### src/hw/axil_pkg.sv
package axil_pkg;

    localparam int unsigned ADDR_W = 32;
    localparam int unsigned DATA_W = 32;
    localparam int unsigned STRB_W = DATA_W / 8;

    typedef enum logic [1:0] {
        RESP_OKAY   = 2'b00,
        RESP_SLVERR = 2'b10
    } axil_resp_t;

    typedef struct packed {
        logic [ADDR_W-1:0] addr;
    } axil_aw_t;

    typedef struct packed {
        logic [DATA_W-1:0] data;
        logic [STRB_W-1:0] strb; // One bit per byte lane
    } axil_w_t;

    typedef struct packed {
        axil_resp_t resp;
    } axil_b_t;

    typedef struct packed {
        logic [ADDR_W-1:0] addr;
    } axil_ar_t;

    typedef struct packed {
        logic [DATA_W-1:0] data;
        axil_resp_t        resp;
    } axil_r_t;

endpackage

### src/hw/bus_cmd_pkg.sv
package bus_cmd_pkg;

    import axil_pkg::*;

    localparam int unsigned CMD_DEPTH = 4;
    localparam int unsigned REG_COUNT = 16; // Word addresses 0x00 to 0x3C

    typedef enum logic {
        OP_READ  = 1'b0,
        OP_WRITE = 1'b1
    } bus_op_t;

    typedef struct packed {
        bus_op_t           op;
        logic [ADDR_W-1:0] addr;
        logic [DATA_W-1:0] data;
        logic [STRB_W-1:0] strb;
    } bus_cmd_t;

    typedef struct packed {
        bus_op_t           op;
        logic [DATA_W-1:0] data; // Zero for writes
        axil_resp_t        resp;
    } bus_rsp_t;

endpackage

### src/hw/cmd_queue.sv
module cmd_queue
    import bus_cmd_pkg::*;
(
    input  logic     clk,
    input  logic     rst_n,
    input  logic     cmd_valid,
    output logic     cmd_ready,
    input  bus_cmd_t cmd,
    output logic     q_valid,
    input  logic     q_ready,
    output bus_cmd_t q_cmd
);

    typedef logic [$clog2(CMD_DEPTH)-1:0]   ptr_t;
    typedef logic [$clog2(CMD_DEPTH+1)-1:0] cnt_t;

    bus_cmd_t mem [CMD_DEPTH];
    ptr_t     wr_ptr;
    ptr_t     rd_ptr;
    cnt_t     count;
    logic     push;
    logic     pop;

    assign cmd_ready = (count != cnt_t'(CMD_DEPTH));
    assign q_valid   = (count != '0);
    assign q_cmd     = mem[rd_ptr];

    assign push = cmd_valid && cmd_ready;
    assign pop  = q_valid && q_ready;

    always_ff @(posedge clk) begin
        if (push) begin
            mem[wr_ptr] <= cmd;
        end
    end

    always_ff @(posedge clk or negedge rst_n) begin
        if (!rst_n) begin
            wr_ptr <= '0;
            rd_ptr <= '0;
            count  <= '0;
        end else begin
            if (push) begin
                wr_ptr <= (wr_ptr == ptr_t'(CMD_DEPTH - 1)) ? '0 : wr_ptr + 1'b1;
            end
            if (pop) begin
                rd_ptr <= (rd_ptr == ptr_t'(CMD_DEPTH - 1)) ? '0 : rd_ptr + 1'b1;
            end
            case ({push, pop})
                2'b10:   count <= count + 1'b1;
                2'b01:   count <= count - 1'b1;
                default: count <= count; // Idle or push with pop
            endcase
        end
    end

endmodule

### src/hw/axil_master.sv
module axil_master
    import axil_pkg::*;
    import bus_cmd_pkg::*;
(
    input  logic     clk,
    input  logic     rst_n,
    input  logic     q_valid,
    output logic     q_ready,
    input  bus_cmd_t q_cmd,
    output logic     aw_valid,
    input  logic     aw_ready,
    output axil_aw_t aw,
    output logic     w_valid,
    input  logic     w_ready,
    output axil_w_t  w,
    input  logic     b_valid,
    output logic     b_ready,
    input  axil_b_t  b,
    output logic     ar_valid,
    input  logic     ar_ready,
    output axil_ar_t ar,
    input  logic     r_valid,
    output logic     r_ready,
    input  axil_r_t  r,
    output logic     rsp_valid,
    input  logic     rsp_ready,
    output bus_rsp_t rsp
);

    typedef enum logic [2:0] {
        ST_IDLE,
        ST_WR_REQ,
        ST_WR_RSP,
        ST_RD_REQ,
        ST_RD_RSP,
        ST_REPLY
    } state_t;

    state_t   state;
    bus_cmd_t cmd_q;
    bus_rsp_t rsp_q;
    logic     aw_done;
    logic     w_done;
    logic     aw_fire;
    logic     w_fire;

    assign q_ready   = (state == ST_IDLE);
    assign aw_valid  = (state == ST_WR_REQ) && !aw_done;
    assign w_valid   = (state == ST_WR_REQ) && !w_done;
    assign b_ready   = (state == ST_WR_RSP);
    assign ar_valid  = (state == ST_RD_REQ);
    assign r_ready   = (state == ST_RD_RSP);
    assign rsp_valid = (state == ST_REPLY);

    assign aw.addr = cmd_q.addr;
    assign w.data  = cmd_q.data;
    assign w.strb  = cmd_q.strb;
    assign ar.addr = cmd_q.addr;
    assign rsp     = rsp_q;

    assign aw_fire = aw_valid && aw_ready;
    assign w_fire  = w_valid && w_ready;

    always_ff @(posedge clk or negedge rst_n) begin
        if (!rst_n) begin
            state   <= ST_IDLE;
            aw_done <= 1'b0;
            w_done  <= 1'b0;
        end else begin
            case (state)
                ST_IDLE: begin
                    if (q_valid) begin
                        aw_done <= 1'b0;
                        w_done  <= 1'b0;
                        state   <= (q_cmd.op == OP_WRITE) ? ST_WR_REQ : ST_RD_REQ;
                    end
                end
                ST_WR_REQ: begin
                    if (aw_fire) begin
                        aw_done <= 1'b1;
                    end
                    if (w_fire) begin
                        w_done <= 1'b1;
                    end
                    if ((aw_done || aw_fire) && (w_done || w_fire)) begin
                        state <= ST_WR_RSP; // Both channels accepted
                    end
                end
                ST_WR_RSP: if (b_valid) state <= ST_REPLY;
                ST_RD_REQ: if (ar_ready) state <= ST_RD_RSP;
                ST_RD_RSP: if (r_valid) state <= ST_REPLY;
                ST_REPLY:  if (rsp_ready) state <= ST_IDLE;
                default:   state <= ST_IDLE;
            endcase
        end
    end

    always_ff @(posedge clk) begin
        if (q_valid && q_ready) begin
            cmd_q      <= q_cmd;
            rsp_q.op   <= q_cmd.op;
            rsp_q.data <= '0;
        end
        if (b_valid && b_ready) begin
            rsp_q.resp <= b.resp;
        end
        if (r_valid && r_ready) begin
            rsp_q.data <= r.data;
            rsp_q.resp <= r.resp;
        end
    end

endmodule

### src/hw/axil_regfile.sv
module axil_regfile
    import axil_pkg::*;
    import bus_cmd_pkg::*;
(
    input  logic     clk,
    input  logic     rst_n,
    input  logic     aw_valid,
    output logic     aw_ready,
    input  axil_aw_t aw,
    input  logic     w_valid,
    output logic     w_ready,
    input  axil_w_t  w,
    output logic     b_valid,
    input  logic     b_ready,
    output axil_b_t  b,
    input  logic     ar_valid,
    output logic     ar_ready,
    input  axil_ar_t ar,
    output logic     r_valid,
    input  logic     r_ready,
    output axil_r_t  r
);

    typedef logic [$clog2(REG_COUNT)-1:0] idx_t;

    logic [DATA_W-1:0] regs [REG_COUNT];
    axil_b_t           b_q;
    axil_r_t           r_q;
    logic              wr_fire;
    logic              rd_fire;
    logic              wr_ok;
    logic              rd_ok;
    idx_t              wr_idx;
    idx_t              rd_idx;

    function automatic logic addr_ok(input logic [ADDR_W-1:0] addr);
        return (addr[1:0] == 2'b00) && (addr < ADDR_W'(REG_COUNT * 4));
    endfunction

    // Write side takes AW and W in the same cycle
    assign aw_ready = aw_valid && w_valid && !b_valid;
    assign w_ready  = aw_ready;
    assign ar_ready = !r_valid;

    assign wr_fire = aw_valid && aw_ready;
    assign rd_fire = ar_valid && ar_ready;
    assign wr_ok   = addr_ok(aw.addr);
    assign rd_ok   = addr_ok(ar.addr);
    assign wr_idx  = aw.addr[$clog2(REG_COUNT)+1:2];
    assign rd_idx  = ar.addr[$clog2(REG_COUNT)+1:2];

    assign b = b_q;
    assign r = r_q;

    always_ff @(posedge clk or negedge rst_n) begin
        if (!rst_n) begin
            for (int i = 0; i < REG_COUNT; i++) begin
                regs[i] <= '0;
            end
        end else if (wr_fire && wr_ok) begin
            for (int i = 0; i < STRB_W; i++) begin
                if (w.strb[i]) begin
                    regs[wr_idx][8*i +: 8] <= w.data[8*i +: 8]; // Byte lane merge
                end
            end
        end
    end

    always_ff @(posedge clk or negedge rst_n) begin
        if (!rst_n) begin
            b_valid <= 1'b0;
            r_valid <= 1'b0;
        end else begin
            if (wr_fire) begin
                b_valid <= 1'b1;
            end else if (b_ready) begin
                b_valid <= 1'b0;
            end
            if (rd_fire) begin
                r_valid <= 1'b1;
            end else if (r_ready) begin
                r_valid <= 1'b0;
            end
        end
    end

    always_ff @(posedge clk) begin
        if (wr_fire) begin
            b_q.resp <= wr_ok ? RESP_OKAY : RESP_SLVERR;
        end
        if (rd_fire) begin
            r_q.data <= rd_ok ? regs[rd_idx] : '0; // Bad address reads zero
            r_q.resp <= rd_ok ? RESP_OKAY : RESP_SLVERR;
        end
    end

endmodule

### src/hw/axil_regbus_top.sv
module axil_regbus_top
    import axil_pkg::*;
    import bus_cmd_pkg::*;
(
    input  logic     clk,
    input  logic     rst_n,
    input  logic     cmd_valid,
    output logic     cmd_ready,
    input  bus_cmd_t cmd,
    output logic     rsp_valid,
    input  logic     rsp_ready,
    output bus_rsp_t rsp
);

    logic     q_valid;
    logic     q_ready;
    bus_cmd_t q_cmd;
    logic     aw_valid;
    logic     aw_ready;
    axil_aw_t aw;
    logic     w_valid;
    logic     w_ready;
    axil_w_t  w;
    logic     b_valid;
    logic     b_ready;
    axil_b_t  b;
    logic     ar_valid;
    logic     ar_ready;
    axil_ar_t ar;
    logic     r_valid;
    logic     r_ready;
    axil_r_t  r;

    cmd_queue queue_i (
        .clk       (clk),
        .rst_n     (rst_n),
        .cmd_valid (cmd_valid),
        .cmd_ready (cmd_ready),
        .cmd       (cmd),
        .q_valid   (q_valid),
        .q_ready   (q_ready),
        .q_cmd     (q_cmd)
    );

    axil_master master_i (
        .clk       (clk),
        .rst_n     (rst_n),
        .q_valid   (q_valid),
        .q_ready   (q_ready),
        .q_cmd     (q_cmd),
        .aw_valid  (aw_valid),
        .aw_ready  (aw_ready),
        .aw        (aw),
        .w_valid   (w_valid),
        .w_ready   (w_ready),
        .w         (w),
        .b_valid   (b_valid),
        .b_ready   (b_ready),
        .b         (b),
        .ar_valid  (ar_valid),
        .ar_ready  (ar_ready),
        .ar        (ar),
        .r_valid   (r_valid),
        .r_ready   (r_ready),
        .r         (r),
        .rsp_valid (rsp_valid),
        .rsp_ready (rsp_ready),
        .rsp       (rsp)
    );

    axil_regfile regfile_i (
        .clk      (clk),
        .rst_n    (rst_n),
        .aw_valid (aw_valid),
        .aw_ready (aw_ready),
        .aw       (aw),
        .w_valid  (w_valid),
        .w_ready  (w_ready),
        .w        (w),
        .b_valid  (b_valid),
        .b_ready  (b_ready),
        .b        (b),
        .ar_valid (ar_valid),
        .ar_ready (ar_ready),
        .ar       (ar),
        .r_valid  (r_valid),
        .r_ready  (r_ready),
        .r        (r)
    );

endmodule

### config.mk
export PLATFORM = sky130hd
export DESIGN_NAME = axil_regbus_top
export DESIGN_NICKNAME = d
export VERILOG_FILES = /design/src/hw/axil_pkg.sv /design/src/hw/bus_cmd_pkg.sv /design/src/hw/cmd_queue.sv /design/src/hw/axil_master.sv /design/src/hw/axil_regfile.sv /design/src/hw/axil_regbus_top.sv
export SDC_FILE = /design/constraint.sdc
export NUM_CORES = 1
export LEC_CHECK = 0
export ABC_AREA = 1
export BUFFER_PORTS_ARGS = -buffer_cell sky130_fd_sc_hd__buf_2
export CAP_MARGIN = 20
export CORE_UTILIZATION = 31
export DETAILED_ROUTE_END_ITERATION = 7
export GPL_ROUTABILITY_DRIVEN = 0
export HOLD_SLACK_MARGIN = 0.12
export PLACE_DENSITY = 0.5
export SYNTH_ARGS = -nofsm -noshare
export SYNTH_HDL_FRONTEND = slang
export SYNTH_SLANG_ARGS = --single-unit
export TNS_END_PERCENT = 5
### constraint.sdc
create_clock -name clk -period 15.5 [get_ports clk]
set_input_delay 0.775 -clock clk [delete_from_list [all_inputs] [get_ports clk]]
set_output_delay 0.775 -clock clk [all_outputs]
set_load 0.01 [all_outputs]
==> results.py <==
metrics = {
    "layout": {
        "design_area_mm2": 0.04667,
        "multi_input_area_mm2": 0.01382,
        "drive_gt1_share_pct": 10.42,
        "fillCellCount": 13330,
        "syn_to_final_growth_pct": 13.18,
        "nets": 4230,
        "ff_latch_area_mm2": 0.02554,
    },
    "cts": {
        "clockRootBuffer": "clkbuf_16",
        "cts.path.max_buffers": 3,
        "clk_latency_ns": 0.75,
        "cts-htree-levels": 3,
        "cts_buffers": 107,
        "cts_resized": 0,
        "clk_pin_slew_ns": 0.06,
        "cts_tree": "built",
        "cts_setup_buffers": 0,
        "clock-sinks": 938,
    },
    "place": {
        "io_buffer_count": 108,
        "placed_cell_area_mm2": 0.04301,
        "hpwl_um": 71090,
    },
    "global_route": {
        "grt_pass1_wl_um": 189200,
        "grt_max_degree": 87,
        "grt_pass1_vias": 30020,
        "gr-total-overflow": 0,
        "antenna_found_initial": 8,
        "grt_util_all_layers_pct": 18.15,
    },
    "drt": {
        "viasPerCell": 5.049,
        "drt_first_pass_iters": 5,
        "ant_nets": 0,
        "wl_um": 122800,
        "vias": 30290,
        "drc": 0,
        "drt-wirelength-per-cell_um": 20.47,
        "drt_iter0_drc": 3166,
    },
    "worst_setup_path": {
        "cp_slowest_cell": "buf_4",
        "critPathLaunch": "rst_n",
        "crit_path_end_kind": "asynchronous set/reset pin",
        "r2r_end": "regfile_i.regs[214]",
        "crit_type": "input pin to asynchronous set/reset pin",
        "r2r_setup_slack_ns": 11.74,
        "path_common_cell": "buf_4",
        "setup.worst_path.start_class": "input pin",
        "path_max_fanout": 86,
        "regToRegStartpoint": "master_i.ar[2]",
        "arrival_ns": 4.51,
        "r2r_cells": 9,
        "crit_buf_inv": 5,
        "cp.required_ns": 16.22,
        "max_stage_delay_ns": 0.82,
        "cp_cell_sequence": "dlygate4sd3_1 -> buf_8 -> buf_4 -> buf_4 -> buf_4",
        "cp_top_family": "buffers and inverters",
    },
    "die": {
        "core_area_mm2": 0.1318,
        "core.rowCount": 133,
        "die_w_um": 366.7,
        "io_pins": 110,
        "initial_utilization_pct": 31.29,
        "die_area_mm2": 0.1345,
        "die_y_um": 366.7,
    },
    "timing": {
        "tightest_slew_ns": 1.112,
        "timing.setup.tns_ns": 0,
        "max_freq_mhz": 263.9,
        "maxSlewHeadroom_pct": 25.90,
        "rsz0062_at_grt": "false",
        "skew_ns": 0.05952,
        "slew_viol_final": 0,
        "timing.final.crit_share_pct": 24.44,
        "hold_viol_final": 0,
        "setup_viol": 0,
        "min_period_ns": 3.789,
    },
    "power": {
        "ir_worst_vdd_mv": 0.1644,
        "p_leak_nw": 20.33,
        "p_per_area_mw_per_mm2": 165.3,
    },
    "min_path": {
        "worstHoldPathCells": 1,
        "hp-class": "input pin to flop",
        "whs_endpoint": "queue_i.mem[3][4]",
        "hold_start": "cmd[4]",
    },
    "logic_synthesis": {
        "synth_nets": 4271,
        "ys_ff_latch": 938,
        "syn_area_mm2": 0.04124,
        "synth_adder_area_share_pct": 0.2306,
        "yosysSeqAreaShare_pct": 61.92,
        "synth.avg_cell_area_um2": 9.840,
        "yosysUniqueCellTypes": 36,
        "synth_simple_gate_area_share_pct": 24.92,
        "synthMuxAreaShare_pct": 0.02730,
        "yosysWarningCount": 0,
        "synth-xor-area-share_pct": 0.04247,
        "synth-compound-area-share_pct": 8.006,
        "synth_top_family_by_area": "simple AND/OR/NAND/NOR gates",
        "syn_inst": 4191,
    },
    "flow_run": {
        "cap_violations": 0,
    },
    "status": {
        "status": "finished, final reports clean",
    },
}
report_power, final:
part | leakage [nW] | total (mW) | switching [mW] | internal (mW)
Sequential | 11.2 | 3.42 | 0.414 | 3.01
Clock | 1.78 | 2.58 | 1.08 | 1.51
Combinational | 7.39 | 1.71 | 1.40 | 0.307
state kept, by name, indices dropped and copies added (netlist names):
register           cells
master_i.w_done        1
master_i.ar           32
master_i.w            36
regfile_i.b            1
regfile_i.regs       512
regfile_i.r           33
regfile_i.r_valid      1
queue_i.wr_ptr         2
regfile_i.b_valid      1
master_i.state         3
queue_i.count          3
queue_i.mem          276
master_i.rsp          34
master_i.aw_done       1
queue_i.rd_ptr         2
cell type report:
cell class                      instances  share of cell area (%)
Sequential cell                       938                   54.72
Multi-Input combinational cell       2831                   29.60
Clock buffer                          154                   6.592
Tap cell                             1755                   4.705
Timing Repair Buffer                  175                   2.402
Clock inverter                         47                   1.182
Inverter                               97                  0.7935
Antenna cell                            1                0.005361
per-stage QoR:
step	power [mW]	setup WS, ns	hold slack (ns)	util [%]	cells
detailed placement	5.203	11.46	0.4661	32.63	5794
floorplan	4.383	10.16	0.4495	-	4191
CTS	7.813	11.65	0.1714	35.39	5996
global route	8.066	11.26	0.1996	35.41	5997
global placement	5.194	11.45	0.4626	32.61	5793
finish	7.714	11.71	0.2373	35.41	5998
per-layer routing:
metal / track usage (%) / part of all wire (%) / vias up
met5: 0 / 0.068 / -
met4: 4.603 / 2.1 / 14
met3: 3.774 / 6.1 / 161
met2: 28.34 / 45 / 864
met1: 25.57 / 46 / 15010
li1: - / - / 14240
synth_stat cells, drive strengths merged:
master / instances / share of area [%]
inv: 92 / 0.84
and2: 1 / 0.015
nor2: 286 / 2.7
o21ai: 276 / 3.3
nor3: 7 / 0.085
dfrtp: 526 / 32
a21oi: 8 / 0.097
nor4: 1 / 0.015
a22oi: 192 / 3.5
nand3: 540 / 6.8
nand2: 1359 / 12
nand4: 80 / 3.0
mux2: 1 / 0.027
clkinv: 5 / 0.046
clkbuf: 165 / 1.5
buf: 160 / 2.5
o22ai: 69 / 1.0
ha: 6 / 0.18
conb: 1 / 0.0091
fa: 1 / 0.049
edfxtp: 412 / 30
o21bai: 1 / 0.018
xnor2: 2 / 0.042
cells by family (layout without fill, tap and decap cells):
kind of cell,count (synthesis),count (layout)
AOI/OAI and AO/OA,546,546
DFF,938,938
xor gates and xnor gates,2,2
and+or+nand+nor,2274,2274
adders and majority gates,7,7
other,1,2
muxes,1,1
buffers and inverters,422,473
layout by cell type, fill, tap and decap left out, types with 2 or more instances in the layout:
cell type  synthesis  routed
edfxtp_1         412     412
inv_2             14      13
nand2_2            2       2
o22ai_1           69      69
bufinv_16          0       7
buf_2             83     107
inv_16             0       3
nor3_1             7       7
inv_1             78      76
a22oi_1          192     192
buf_4             48      62
nand3_2           14      14
buf_12             2       2
nand4_1           32      32
dfrtp_1          526     524
clkbuf_16          0     109
buf_16             0       2
nor2_1           278     267
o21ai_1           94      94
clkbuf_8           0      18
inv_4              0       4
nor2_4             5      19
clkinv_1           5      15
clkinv_2           0      20
ha_1               6       6
xnor2_1            2       2
o21ai_0          182     181
nand3_1          525     525
a21oi_1            8       8
nand4_4           48      48
clkbuf_1         165      27
nand2_1         1357    1357
clkinv_16          0       4
worst max-delay path by stage:
stage / depth (start not counted) / end
3_5_place_dp: 4 / queue_i.rd_ptr[0]
6_report: 5 / regfile_i.regs[285]
3_3_place_gp: 4 / queue_i.rd_ptr[0]
2_1_floorplan: 10 / queue_i.count[2]
4_1_cts: 5 / regfile_i.regs[285]
5_1_grt: 5 / regfile_i.regs[285]
what timing repair did:
item / CTS / global route
hold endpoints to repair: 83 / 0
setup endpoints to repair: 0 / 0
hold buffers: 1 / 0
No activity file was read; power rests on OpenSTA's default activity.
